## src/tl_sw_macros.svh

```systemverilog
`ifndef TL_SW_MACROS_SVH
`define TL_SW_MACROS_SVH

// ----------------------------------------
// Traffic light
// ----------------------------------------
// Phase length in clock cycles
`define TL_DUR_W        8
`define TL_RED_DEF      8'd5
`define TL_GREEN_DEF    8'd5
`define TL_YELLOW_DEF   8'd2

// ----------------------------------------
// Stopwatch
// ----------------------------------------
// Clock cycles per stopwatch second
`define SW_PRESCALE_W   16
`define SW_PRESCALE_DEF 16'd4

// ----------------------------------------
// AXI4-Lite register map
// ----------------------------------------
`define AXI_ADDR_W      5
`define AXI_DATA_W      32
`define CSR_ADDR_DUR      5'h00
`define CSR_ADDR_PRESCALE 5'h04
`define CSR_ADDR_CTRL     5'h08
`define CSR_ADDR_TIME     5'h0C
`define CSR_ADDR_STATUS   5'h10

`endif

```

## src/light_pkg.sv

```systemverilog
package light_pkg;

    // Sequencer phases, listed in firing order
    typedef enum logic [1:0] {
        RED    = 2'd0,
        GREEN  = 2'd1,
        YELLOW = 2'd2
    } light_phase_t;

    // One-hot lamp drive
    // Red on top, green at bit 0
    typedef enum logic [2:0] {
        LAMP_RED    = 3'b100,
        LAMP_YELLOW = 3'b010,
        LAMP_GREEN  = 3'b001
    } lamp_t;

endpackage

```

## src/csr_pkg.sv

```systemverilog
`include "tl_sw_macros.svh"

package csr_pkg;

    // AXI response codes actually used by the slave
    typedef enum logic [1:0] {
        OKAY   = 2'b00,
        SLVERR = 2'b10
    } axi_resp_t;

    // Word index, address bits 4..2
    typedef enum logic [2:0] {
        IDX_DUR      = 3'(`CSR_ADDR_DUR >> 2),
        IDX_PRESCALE = 3'(`CSR_ADDR_PRESCALE >> 2),
        IDX_CTRL     = 3'(`CSR_ADDR_CTRL >> 2),
        IDX_TIME     = 3'(`CSR_ADDR_TIME >> 2),
        IDX_STATUS   = 3'(`CSR_ADDR_STATUS >> 2)
    } csr_index_t;

    // Byte offset bits are ignored
    function automatic csr_index_t addr_index(input logic [`AXI_ADDR_W-1:0] addr);
        return csr_index_t'(addr[4:2]);
    endfunction

    // Indices past STATUS are unmapped
    function automatic logic index_valid(input csr_index_t idx);
        return idx <= IDX_STATUS;
    endfunction

endpackage

```

## src/traffic_light.sv

```systemverilog
`timescale 1ns/1ps
`include "tl_sw_macros.svh"

module traffic_light import light_pkg::*; (
    input  logic                 clk,
    input  logic                 rst,
    input  logic [`TL_DUR_W-1:0] red_dur,
    input  logic [`TL_DUR_W-1:0] green_dur,
    input  logic [`TL_DUR_W-1:0] yellow_dur,
    output lamp_t                lamp
);

    light_phase_t         phase;
    light_phase_t         next_phase;
    logic [`TL_DUR_W-1:0] cnt;
    logic [`TL_DUR_W-1:0] next_dur;
    logic [`TL_DUR_W-1:0] cur_left;
    logic                 phase_end;

    // Programmed zero still gives one cycle
    function automatic logic [`TL_DUR_W-1:0] eff_dur(input logic [`TL_DUR_W-1:0] d);
        return (d == '0) ? `TL_DUR_W'(1) : d;
    endfunction

    // ----------------------------------------
    // Next phase and its length
    // ----------------------------------------
    always_comb begin
        case (phase)
            RED: begin
                next_phase = GREEN;
                next_dur   = green_dur;
            end
            GREEN: begin
                next_phase = YELLOW;
                next_dur   = yellow_dur;
            end
            default: begin
                next_phase = RED;
                next_dur   = red_dur;
            end
        endcase
    end

    // Zero count only in the first cycle out of reset
    // Red length then comes straight from the register
    assign cur_left  = (cnt == '0) ? eff_dur(red_dur) : cnt;
    assign phase_end = (cur_left == `TL_DUR_W'(1));

    // Count holds cycles left in the phase, this one included
    always_ff @(posedge clk or posedge rst) begin
        if (rst) begin
            phase <= RED;
            cnt   <= '0;
        end else if (phase_end) begin
            phase <= next_phase;
            // Length latched here, later writes wait for the next entry
            cnt   <= eff_dur(next_dur);
        end else begin
            cnt <= cur_left - `TL_DUR_W'(1);
        end
    end

    // ----------------------------------------
    // Lamp decode
    // ----------------------------------------
    always_comb begin
        case (phase)
            GREEN:   lamp = LAMP_GREEN;
            YELLOW:  lamp = LAMP_YELLOW;
            default: lamp = LAMP_RED;
        endcase
    end

endmodule

```

## src/stopwatch.sv

```systemverilog
`timescale 1ns/1ps
`include "tl_sw_macros.svh"

module stopwatch (
    input  logic                      clk,
    input  logic                      rst,
    input  logic [`SW_PRESCALE_W-1:0] prescale,
    input  logic                      run_toggle,
    input  logic                      clear,
    input  logic                      load,
    input  logic [4:0]                preset_hour,
    input  logic [5:0]                preset_min,
    input  logic [5:0]                preset_sec,
    output logic [4:0]                hour,
    output logic [5:0]                min,
    output logic [5:0]                sec,
    output logic                      running
);

    logic [`SW_PRESCALE_W-1:0] pre_cnt;
    logic [`SW_PRESCALE_W-1:0] pre_last;
    logic                      restart;
    logic                      tick;
    logic [4:0]                load_hour;
    logic [5:0]                load_min;
    logic [5:0]                load_sec;

    // ----------------------------------------
    // Prescaler
    // ----------------------------------------
    // Prescale of zero behaves as one
    assign pre_last = (prescale == '0) ? '0 : prescale - 1'b1;
    assign restart  = clear | load | run_toggle;
    // >= covers a prescale lowered below the running count
    assign tick     = running && !restart && (pre_cnt >= pre_last);

    always_ff @(posedge clk or posedge rst) begin
        if (rst) begin
            running <= 1'b0;
            pre_cnt <= '0;
        end else begin
            // Clear and load win over a toggle in the same cycle
            if (run_toggle && !clear && !load)
                running <= ~running;
            if (restart || !running || tick)
                pre_cnt <= '0;
            else
                pre_cnt <= pre_cnt + 1'b1;
        end
    end

    // Out-of-range presets saturate
    assign load_hour = (preset_hour > 5'd23) ? 5'd23 : preset_hour;
    assign load_min  = (preset_min > 6'd59) ? 6'd59 : preset_min;
    assign load_sec  = (preset_sec > 6'd59) ? 6'd59 : preset_sec;

    // ----------------------------------------
    // Time of day counters
    // ----------------------------------------
    always_ff @(posedge clk or posedge rst) begin
        if (rst) begin
            hour <= '0;
            min  <= '0;
            sec  <= '0;
        end else if (clear) begin
            hour <= '0;
            min  <= '0;
            sec  <= '0;
        end else if (load) begin
            hour <= load_hour;
            min  <= load_min;
            sec  <= load_sec;
        end else if (tick) begin
            // Seconds carry into minutes, minutes into hours
            if (sec == 6'd59) begin
                sec <= '0;
                if (min == 6'd59) begin
                    min  <= '0;
                    hour <= (hour == 5'd23) ? 5'd0 : hour + 1'b1;
                end else begin
                    min <= min + 1'b1;
                end
            end else begin
                sec <= sec + 1'b1;
            end
        end
    end

endmodule

```

## src/tl_sw_csr.sv

```systemverilog
`timescale 1ns/1ps
`include "tl_sw_macros.svh"

module tl_sw_csr import csr_pkg::*, light_pkg::*; (
    input  logic                      clk,
    input  logic                      rst,
    input  logic [`AXI_ADDR_W-1:0]    awaddr,
    input  logic                      awvalid,
    output logic                      awready,
    input  logic [`AXI_DATA_W-1:0]    wdata,
    input  logic                      wvalid,
    output logic                      wready,
    output axi_resp_t                 bresp,
    output logic                      bvalid,
    input  logic                      bready,
    input  logic [`AXI_ADDR_W-1:0]    araddr,
    input  logic                      arvalid,
    output logic                      arready,
    output logic [`AXI_DATA_W-1:0]    rdata,
    output axi_resp_t                 rresp,
    output logic                      rvalid,
    input  logic                      rready,
    output logic [`TL_DUR_W-1:0]      red_dur,
    output logic [`TL_DUR_W-1:0]      green_dur,
    output logic [`TL_DUR_W-1:0]      yellow_dur,
    output logic [`SW_PRESCALE_W-1:0] prescale,
    output logic                      run_toggle,
    output logic                      clear,
    output logic                      load,
    output logic [4:0]                preset_hour,
    output logic [5:0]                preset_min,
    output logic [5:0]                preset_sec,
    input  lamp_t                     lamp,
    input  logic [4:0]                hour,
    input  logic [5:0]                min,
    input  logic [5:0]                sec,
    input  logic                      running
);

    logic                   wr_fire;
    logic                   rd_fire;
    logic                   wr_ok;
    logic                   rd_ok;
    logic                   wr_ctrl;
    csr_index_t             wr_idx;
    csr_index_t             rd_idx;
    logic [`AXI_DATA_W-1:0] rd_word;

    assign wr_fire = awvalid && awready && wvalid && wready;
    assign rd_fire = arvalid && arready;
    assign wr_idx  = addr_index(awaddr);
    assign rd_idx  = addr_index(araddr);
    // STATUS is read-only
    assign wr_ok   = index_valid(wr_idx) && (wr_idx != IDX_STATUS);
    assign rd_ok   = index_valid(rd_idx);
    assign wr_ctrl = wr_fire && (wr_idx == IDX_CTRL);

    // ----------------------------------------
    // Write channel
    // ----------------------------------------
    // Address and data taken in the same cycle, one at a time
    always_ff @(posedge clk or posedge rst) begin
        if (rst) begin
            awready <= 1'b0;
            wready  <= 1'b0;
            bvalid  <= 1'b0;
        end else begin
            awready <= awvalid && wvalid && !bvalid && !awready;
            wready  <= awvalid && wvalid && !bvalid && !awready;
            if (wr_fire)
                bvalid <= 1'b1;
            else if (bready)
                bvalid <= 1'b0;
        end
    end

    always_ff @(posedge clk) begin
        if (wr_fire)
            bresp <= wr_ok ? OKAY : SLVERR;
    end

    // Configuration registers
    always_ff @(posedge clk or posedge rst) begin
        if (rst) begin
            red_dur     <= `TL_RED_DEF;
            green_dur   <= `TL_GREEN_DEF;
            yellow_dur  <= `TL_YELLOW_DEF;
            prescale    <= `SW_PRESCALE_DEF;
            preset_hour <= '0;
            preset_min  <= '0;
            preset_sec  <= '0;
        end else if (wr_fire) begin
            case (wr_idx)
                IDX_DUR: begin
                    red_dur    <= wdata[7:0];
                    green_dur  <= wdata[15:8];
                    yellow_dur <= wdata[23:16];
                end
                IDX_PRESCALE: prescale <= wdata[`SW_PRESCALE_W-1:0];
                IDX_TIME: begin
                    preset_hour <= wdata[20:16];
                    preset_min  <= wdata[13:8];
                    preset_sec  <= wdata[5:0];
                end
                default: ;
            endcase
        end
    end

    // CTRL bits become single-cycle strobes
    always_ff @(posedge clk or posedge rst) begin
        if (rst) begin
            run_toggle <= 1'b0;
            clear      <= 1'b0;
            load       <= 1'b0;
        end else begin
            run_toggle <= wr_ctrl && wdata[0];
            clear      <= wr_ctrl && wdata[1];
            load       <= wr_ctrl && wdata[2];
        end
    end

    // ----------------------------------------
    // Read channel
    // ----------------------------------------
    always_comb begin
        case (rd_idx)
            IDX_DUR:      rd_word = {8'h00, yellow_dur, green_dur, red_dur};
            IDX_PRESCALE: rd_word = `AXI_DATA_W'(prescale);
            IDX_TIME:     rd_word = {11'd0, hour, 2'b00, min, 2'b00, sec};
            IDX_STATUS:   rd_word = {27'd0, running, 1'b0, lamp};
            // CTRL strobes and unmapped words read as zero
            default:      rd_word = '0;
        endcase
    end

    always_ff @(posedge clk or posedge rst) begin
        if (rst) begin
            arready <= 1'b0;
            rvalid  <= 1'b0;
        end else begin
            arready <= arvalid && !rvalid && !arready;
            if (rd_fire)
                rvalid <= 1'b1;
            else if (rready)
                rvalid <= 1'b0;
        end
    end

    // Data held until rready
    always_ff @(posedge clk) begin
        if (rd_fire) begin
            rdata <= rd_word;
            rresp <= rd_ok ? OKAY : SLVERR;
        end
    end

endmodule

```

## src/tl_sw_top.sv

```systemverilog
`timescale 1ns/1ps
`include "tl_sw_macros.svh"

module tl_sw_top import csr_pkg::*, light_pkg::*; (
    input  logic                   clk,
    input  logic                   rst,
    input  logic [`AXI_ADDR_W-1:0] awaddr,
    input  logic                   awvalid,
    output logic                   awready,
    input  logic [`AXI_DATA_W-1:0] wdata,
    input  logic                   wvalid,
    output logic                   wready,
    output axi_resp_t              bresp,
    output logic                   bvalid,
    input  logic                   bready,
    input  logic [`AXI_ADDR_W-1:0] araddr,
    input  logic                   arvalid,
    output logic                   arready,
    output logic [`AXI_DATA_W-1:0] rdata,
    output axi_resp_t              rresp,
    output logic                   rvalid,
    input  logic                   rready,
    output lamp_t                  lamp
);

    // ----------------------------------------
    // Register block to engines
    // ----------------------------------------
    logic [`TL_DUR_W-1:0]      red_dur;
    logic [`TL_DUR_W-1:0]      green_dur;
    logic [`TL_DUR_W-1:0]      yellow_dur;
    logic [`SW_PRESCALE_W-1:0] prescale;
    logic                      run_toggle;
    logic                      clear;
    logic                      load;
    logic [4:0]                preset_hour;
    logic [5:0]                preset_min;
    logic [5:0]                preset_sec;

    // Stopwatch back to readback
    logic [4:0]                hour;
    logic [5:0]                min;
    logic [5:0]                sec;
    logic                      running;

    tl_sw_csr u_csr (
        .clk         (clk),
        .rst         (rst),
        .awaddr      (awaddr),
        .awvalid     (awvalid),
        .awready     (awready),
        .wdata       (wdata),
        .wvalid      (wvalid),
        .wready      (wready),
        .bresp       (bresp),
        .bvalid      (bvalid),
        .bready      (bready),
        .araddr      (araddr),
        .arvalid     (arvalid),
        .arready     (arready),
        .rdata       (rdata),
        .rresp       (rresp),
        .rvalid      (rvalid),
        .rready      (rready),
        .red_dur     (red_dur),
        .green_dur   (green_dur),
        .yellow_dur  (yellow_dur),
        .prescale    (prescale),
        .run_toggle  (run_toggle),
        .clear       (clear),
        .load        (load),
        .preset_hour (preset_hour),
        .preset_min  (preset_min),
        .preset_sec  (preset_sec),
        .lamp        (lamp),
        .hour        (hour),
        .min         (min),
        .sec         (sec),
        .running     (running)
    );

    // Lamp also drives the pins directly
    traffic_light u_light (
        .clk        (clk),
        .rst        (rst),
        .red_dur    (red_dur),
        .green_dur  (green_dur),
        .yellow_dur (yellow_dur),
        .lamp       (lamp)
    );

    stopwatch u_watch (
        .clk         (clk),
        .rst         (rst),
        .prescale    (prescale),
        .run_toggle  (run_toggle),
        .clear       (clear),
        .load        (load),
        .preset_hour (preset_hour),
        .preset_min  (preset_min),
        .preset_sec  (preset_sec),
        .hour        (hour),
        .min         (min),
        .sec         (sec),
        .running     (running)
    );

endmodule

```

## config.mk

```make
export PLATFORM = sky130hd
export DESIGN_NAME = tl_sw_top
export DESIGN_NICKNAME = d
export VERILOG_FILES = /design/src/light_pkg.sv /design/src/csr_pkg.sv /design/src/traffic_light.sv /design/src/stopwatch.sv /design/src/tl_sw_csr.sv /design/src/tl_sw_top.sv
export VERILOG_INCLUDE_DIRS = /design/src
export SDC_FILE = /design/constraint.sdc
export NUM_CORES = 1
export LEC_CHECK = 0
export BUFFER_PORTS_ARGS = -buffer_cell sky130_fd_sc_hd__buf_2
export CAP_MARGIN = 20
export CORE_AREA = 10 10 108 207
export CTS_CLUSTER_SIZE = 25
export DETAILED_ROUTE_END_ITERATION = 16
export DIE_AREA = 0 0 118 217
export PLACE_DENSITY = 0.69
export SLEW_MARGIN = 20
export SYNTH_ARGS = -nofsm -noshare
export SYNTH_HDL_FRONTEND = slang
export SYNTH_SLANG_ARGS = --single-unit
```

## constraint.sdc

```tcl
create_clock -name clk -period 6.5 [get_ports clk]
set_input_delay 0.975 -clock clk [delete_from_list [all_inputs] [get_ports clk]]
set_output_delay 0.975 -clock clk [all_outputs]
set_load 0.05 [all_outputs]
```

==> flow_summary.toml <==
[cells_and_area]
fillCellCount = 1841
final_util_pct = 45.0
num_antenna_cells = 0
drive_gt1_share_pct = 24.1
area_growth_pct = 15.2
nets = 852

[detailed_routing]
drc_errors = 0
totalWireLength_um = 19700
ant_nets = 0
routedWlPerCell_um = 18.8
drt_iter0_drc = 360
firstDrtPassIters = 5
num_vias = 5774
vias_per_cell = 5.51

[clock_tree]
cts_buffer_depth = 2
cts_num_sinks = 134
clockRootBuffer = "clkbuf_16"
post_cts_buffers = 0
clkTransAtPathRegs_ns = 0.06
hold_buffers = 0
cts_tree = "built"
htree_levels = 4
clkLatencyLatePin_ns = 0.43
cts_buffers = 17
cts_resized = 0

[critical_path]
rr_endpoint = "u_watch.hour[2]$_DFFE_PP0P_"
required_ns = 6.81
rrSetupSlack_ns = 2.01
crit_path_end_kind = "register"
worstPathArrival_ns = 4.80
cp_max_fo = 14
path_class = "register to register"
reg2reg_depth = 13
timing.rr.start = "u_csr.prescale[3]$_DFFE_PP0P_"
start_kind = "register"

[power]
irDropWorstVdd_mv = 0.257
power_frac_comb_pct = 22.6
p_leak_nw = 3.85
p_sw_share_pct = 33.7
internal_power_w = 0.00175
p_per_area_mw_per_mm2 = 308
p_seq_share_pct = 40.4
power_frac_clock_pct = 36.9
switching_power_w = 0.000891

[sta]
slew_headroom_pct = 33.5
setup_viol = 0
tightest_slew_ns = 0.995
rsz0062_at_grt = "no"
fin_crit_sh_pct = 69.1
timing.setup.tns_ns = 0
clock-skew-final_ns = 0.0119
max_freq_mhz = 223
slew_violations = 0
period_needed_ns = 4.49
finalHoldViolCount = 0

[synthesis]
synthCells = 716
synth.lib_cells_used.distinct = 73
yosys.area.top_type = "dfrtp_1"
yosysWarnings = 0
synth_most_common_cell = "dfrtp_1"
syn_area_mm2 = 0.00745
synthArstFlopShare_pct = 80.6
ys.flop_type = "dfrtp_1"
synth_top_cells_by_area = "dfrtp_1 34%, edfxtp_1 10%, mux2_2 8.5%, ha_1 4.7%, nor2_1 3.6%"
synth_edf_count = 26
netlist_top_cells_count = "102 x dfrtp_1, 71 x nor2_1, 56 x mux2_2"
yosys_register_bits = 134
avgSynthCellArea_um2 = 10.4
synth_top_area_share_pct = 34.2
yosysSeqAreaShare_pct = 46.8

[global_route]
grt_max_degree = 57
grt_usage_pct = 15.5
grt_pass1_vias = 5934
grt_pass1_wl_um = 32000
antenna_found_initial = 0
overflow = 0

[floorplan]
die_h_um = 217
dieArea_mm2 = 0.0256
coreArea_mm2 = 0.0191
start_util_pct = 39.0
chipWidth_um = 118
io-pin-count = 93
rows = 72

[worst_hold_path]
hold_path_class = "register to register"
min_to = "u_csr.arready$_DFF_PP0_"
hold_start = "u_csr.arready$_DFF_PP0_"
holdPathStages = 1

[place]
hpwl_um = 14100
routabilityCongestion = 0.868
portBuffers = 70

[run_status]
status = "finished clean"

[run]
max_cap_violations = 0
[cell families (layout without fill, tap and decap cells)]
| family | Yosys count | in the layout | share of synthesized area [%] |
|---|---|---|---|
| other cells | 1 | 10 | 0.0503 |
| fa+ha+maj | 28 | 28 | 4.70 |
| mux | 78 | 78 | 11.4 |
| simple gates | 241 | 241 | 16.7 |
| compound gates | 140 | 140 | 12.8 |
| flops | 134 | 134 | 46.8 |
| buf+inv | 67 | 130 | 4.26 |
| xor+xnor | 27 | 27 | 3.17 |
[power groups by stage]
stage	Clock (W)	Sequential, W	Combinational (W)
CTS	0.000987	0.00107	0.000601
global route	0.00103	0.00108	0.000660
detailed placement	0	0.00108	0.000597
floorplan	0	0.00108	0.000445
global placement	0	0.00108	0.000587
finish	0.000975	0.00107	0.000599
[worst max-delay path by stage]
stage | startpoint | endpoint | slack (ns) | depth (start not counted)
2_1_floorplan | rst | u_csr.arready$_DFF_PP0_ | 2.69 | 1
3_3_place_gp | u_csr.prescale[3]$_DFFE_PP0P_ | u_watch.hour[2]$_DFFE_PP0P_ | 2.10 | 13
3_5_place_dp | u_csr.prescale[3]$_DFFE_PP0P_ | u_watch.hour[2]$_DFFE_PP0P_ | 2.07 | 13
4_1_cts | u_csr.prescale[3]$_DFFE_PP0P_ | u_watch.hour[2]$_DFFE_PP0P_ | 2.02 | 13
5_1_grt | u_csr.prescale[3]$_DFFE_PP0P_ | u_watch.hour[2]$_DFFE_PP0P_ | 1.80 | 13
6_report | u_csr.prescale[3]$_DFFE_PP0P_ | u_watch.hour[2]$_DFFE_PP0P_ | 2.01 | 13
[layer usage]
metal / GRT usage (%) / part of all wire (%) / wire, µm / vias up
met1: 18.4 / 42 / 8190 / 2843
li1: - / - / - / 2702
met5: 0 / 0 / 0 / -
met4: 5.55 / 2.4 / 478 / 0
met2: 26.7 / 51 / 9960 / 196
met3: 3.94 / 5.5 / 1080 / 33
[registers in the layout, summed over array words and instances, names as in the netlist, 2 cells and up]
| name | count |
|---|---|
| u_csr.preset_hour | 5 |
| u_csr.green_dur | 8 |
| u_csr.preset_min | 6 |
| u_watch.sec | 6 |
| u_light.phase | 2 |
| u_light.cnt | 8 |
| u_watch.hour | 5 |
| u_csr.prescale | 16 |
| u_csr.preset_sec | 6 |
| u_watch.pre_cnt | 16 |
| u_watch.min | 6 |
| u_csr.yellow_dur | 8 |
| u_csr.red_dur | 8 |
| u_csr.rdata | 24 |
[metrics by stage]
step	std cells	total power (W)	setup WS, ns	hold WS (ns)	area [µm²]
4_1_cts	1046	0.00265	2.02	0.452	8570
6_report	1047	0.00264	2.01	0.449	8590
3_5_place_dp	1014	0.00168	2.07	0.444	7980
3_3_place_gp	1014	0.00166	2.10	0.429	7980
2_1_floorplan	725	0.00152	2.69	0.466	7490
5_1_grt	1047	0.00277	1.80	0.472	8590
[placed cells by master, fill, tap and decap left out, drive strengths merged, types with 6 or more instances in the layout]
cell type,count
a22oi,9
conb,10
nor2,71
nor4,7
dfrtp,102
and3,7
mux2i,20
a21oi,40
nor3,22
a31oi,11
and2,9
nand2b,9
buf,74
nand2,53
ha,28
a211oi,7
xnor2,9
nand4,9
nand3,22
nor2b,8
inv,30
clkbuf,17
a211o,7
dfstp,6
edfxtp,26
o21ai,27
xor2,18
mux2,58
[cell type report]
type / count / area (µm²) / share of cell area (%)
sequential: 134 / 3490 / 40.7
clock inverter: 15 / 170 / 1.98
tap: 259 / 324 / 3.77
inverter: 24 / 92.6 / 1.08
timing repair buffer: 74 / 384 / 4.47
multi-input combinational: 524 / 3700 / 43.1
clock buffer: 17 / 425 / 4.95
[critical path, cell delays in order (launching register included)]
cell     delay, ns
dfrtp_1       0.45
or4_4         0.61
nor4_4        0.18
nand2_1       0.14
or4_1         0.46
nor3_1        0.16
a21oi_1       0.07
ha_1          0.34
nand4_2       0.14
nor3_2        0.23
or4b_4        0.53
a31oi_4       0.51
a21oi_2       0.19
mux2_1        0.36
Note: power is estimated with default switching activity, not from simulation.
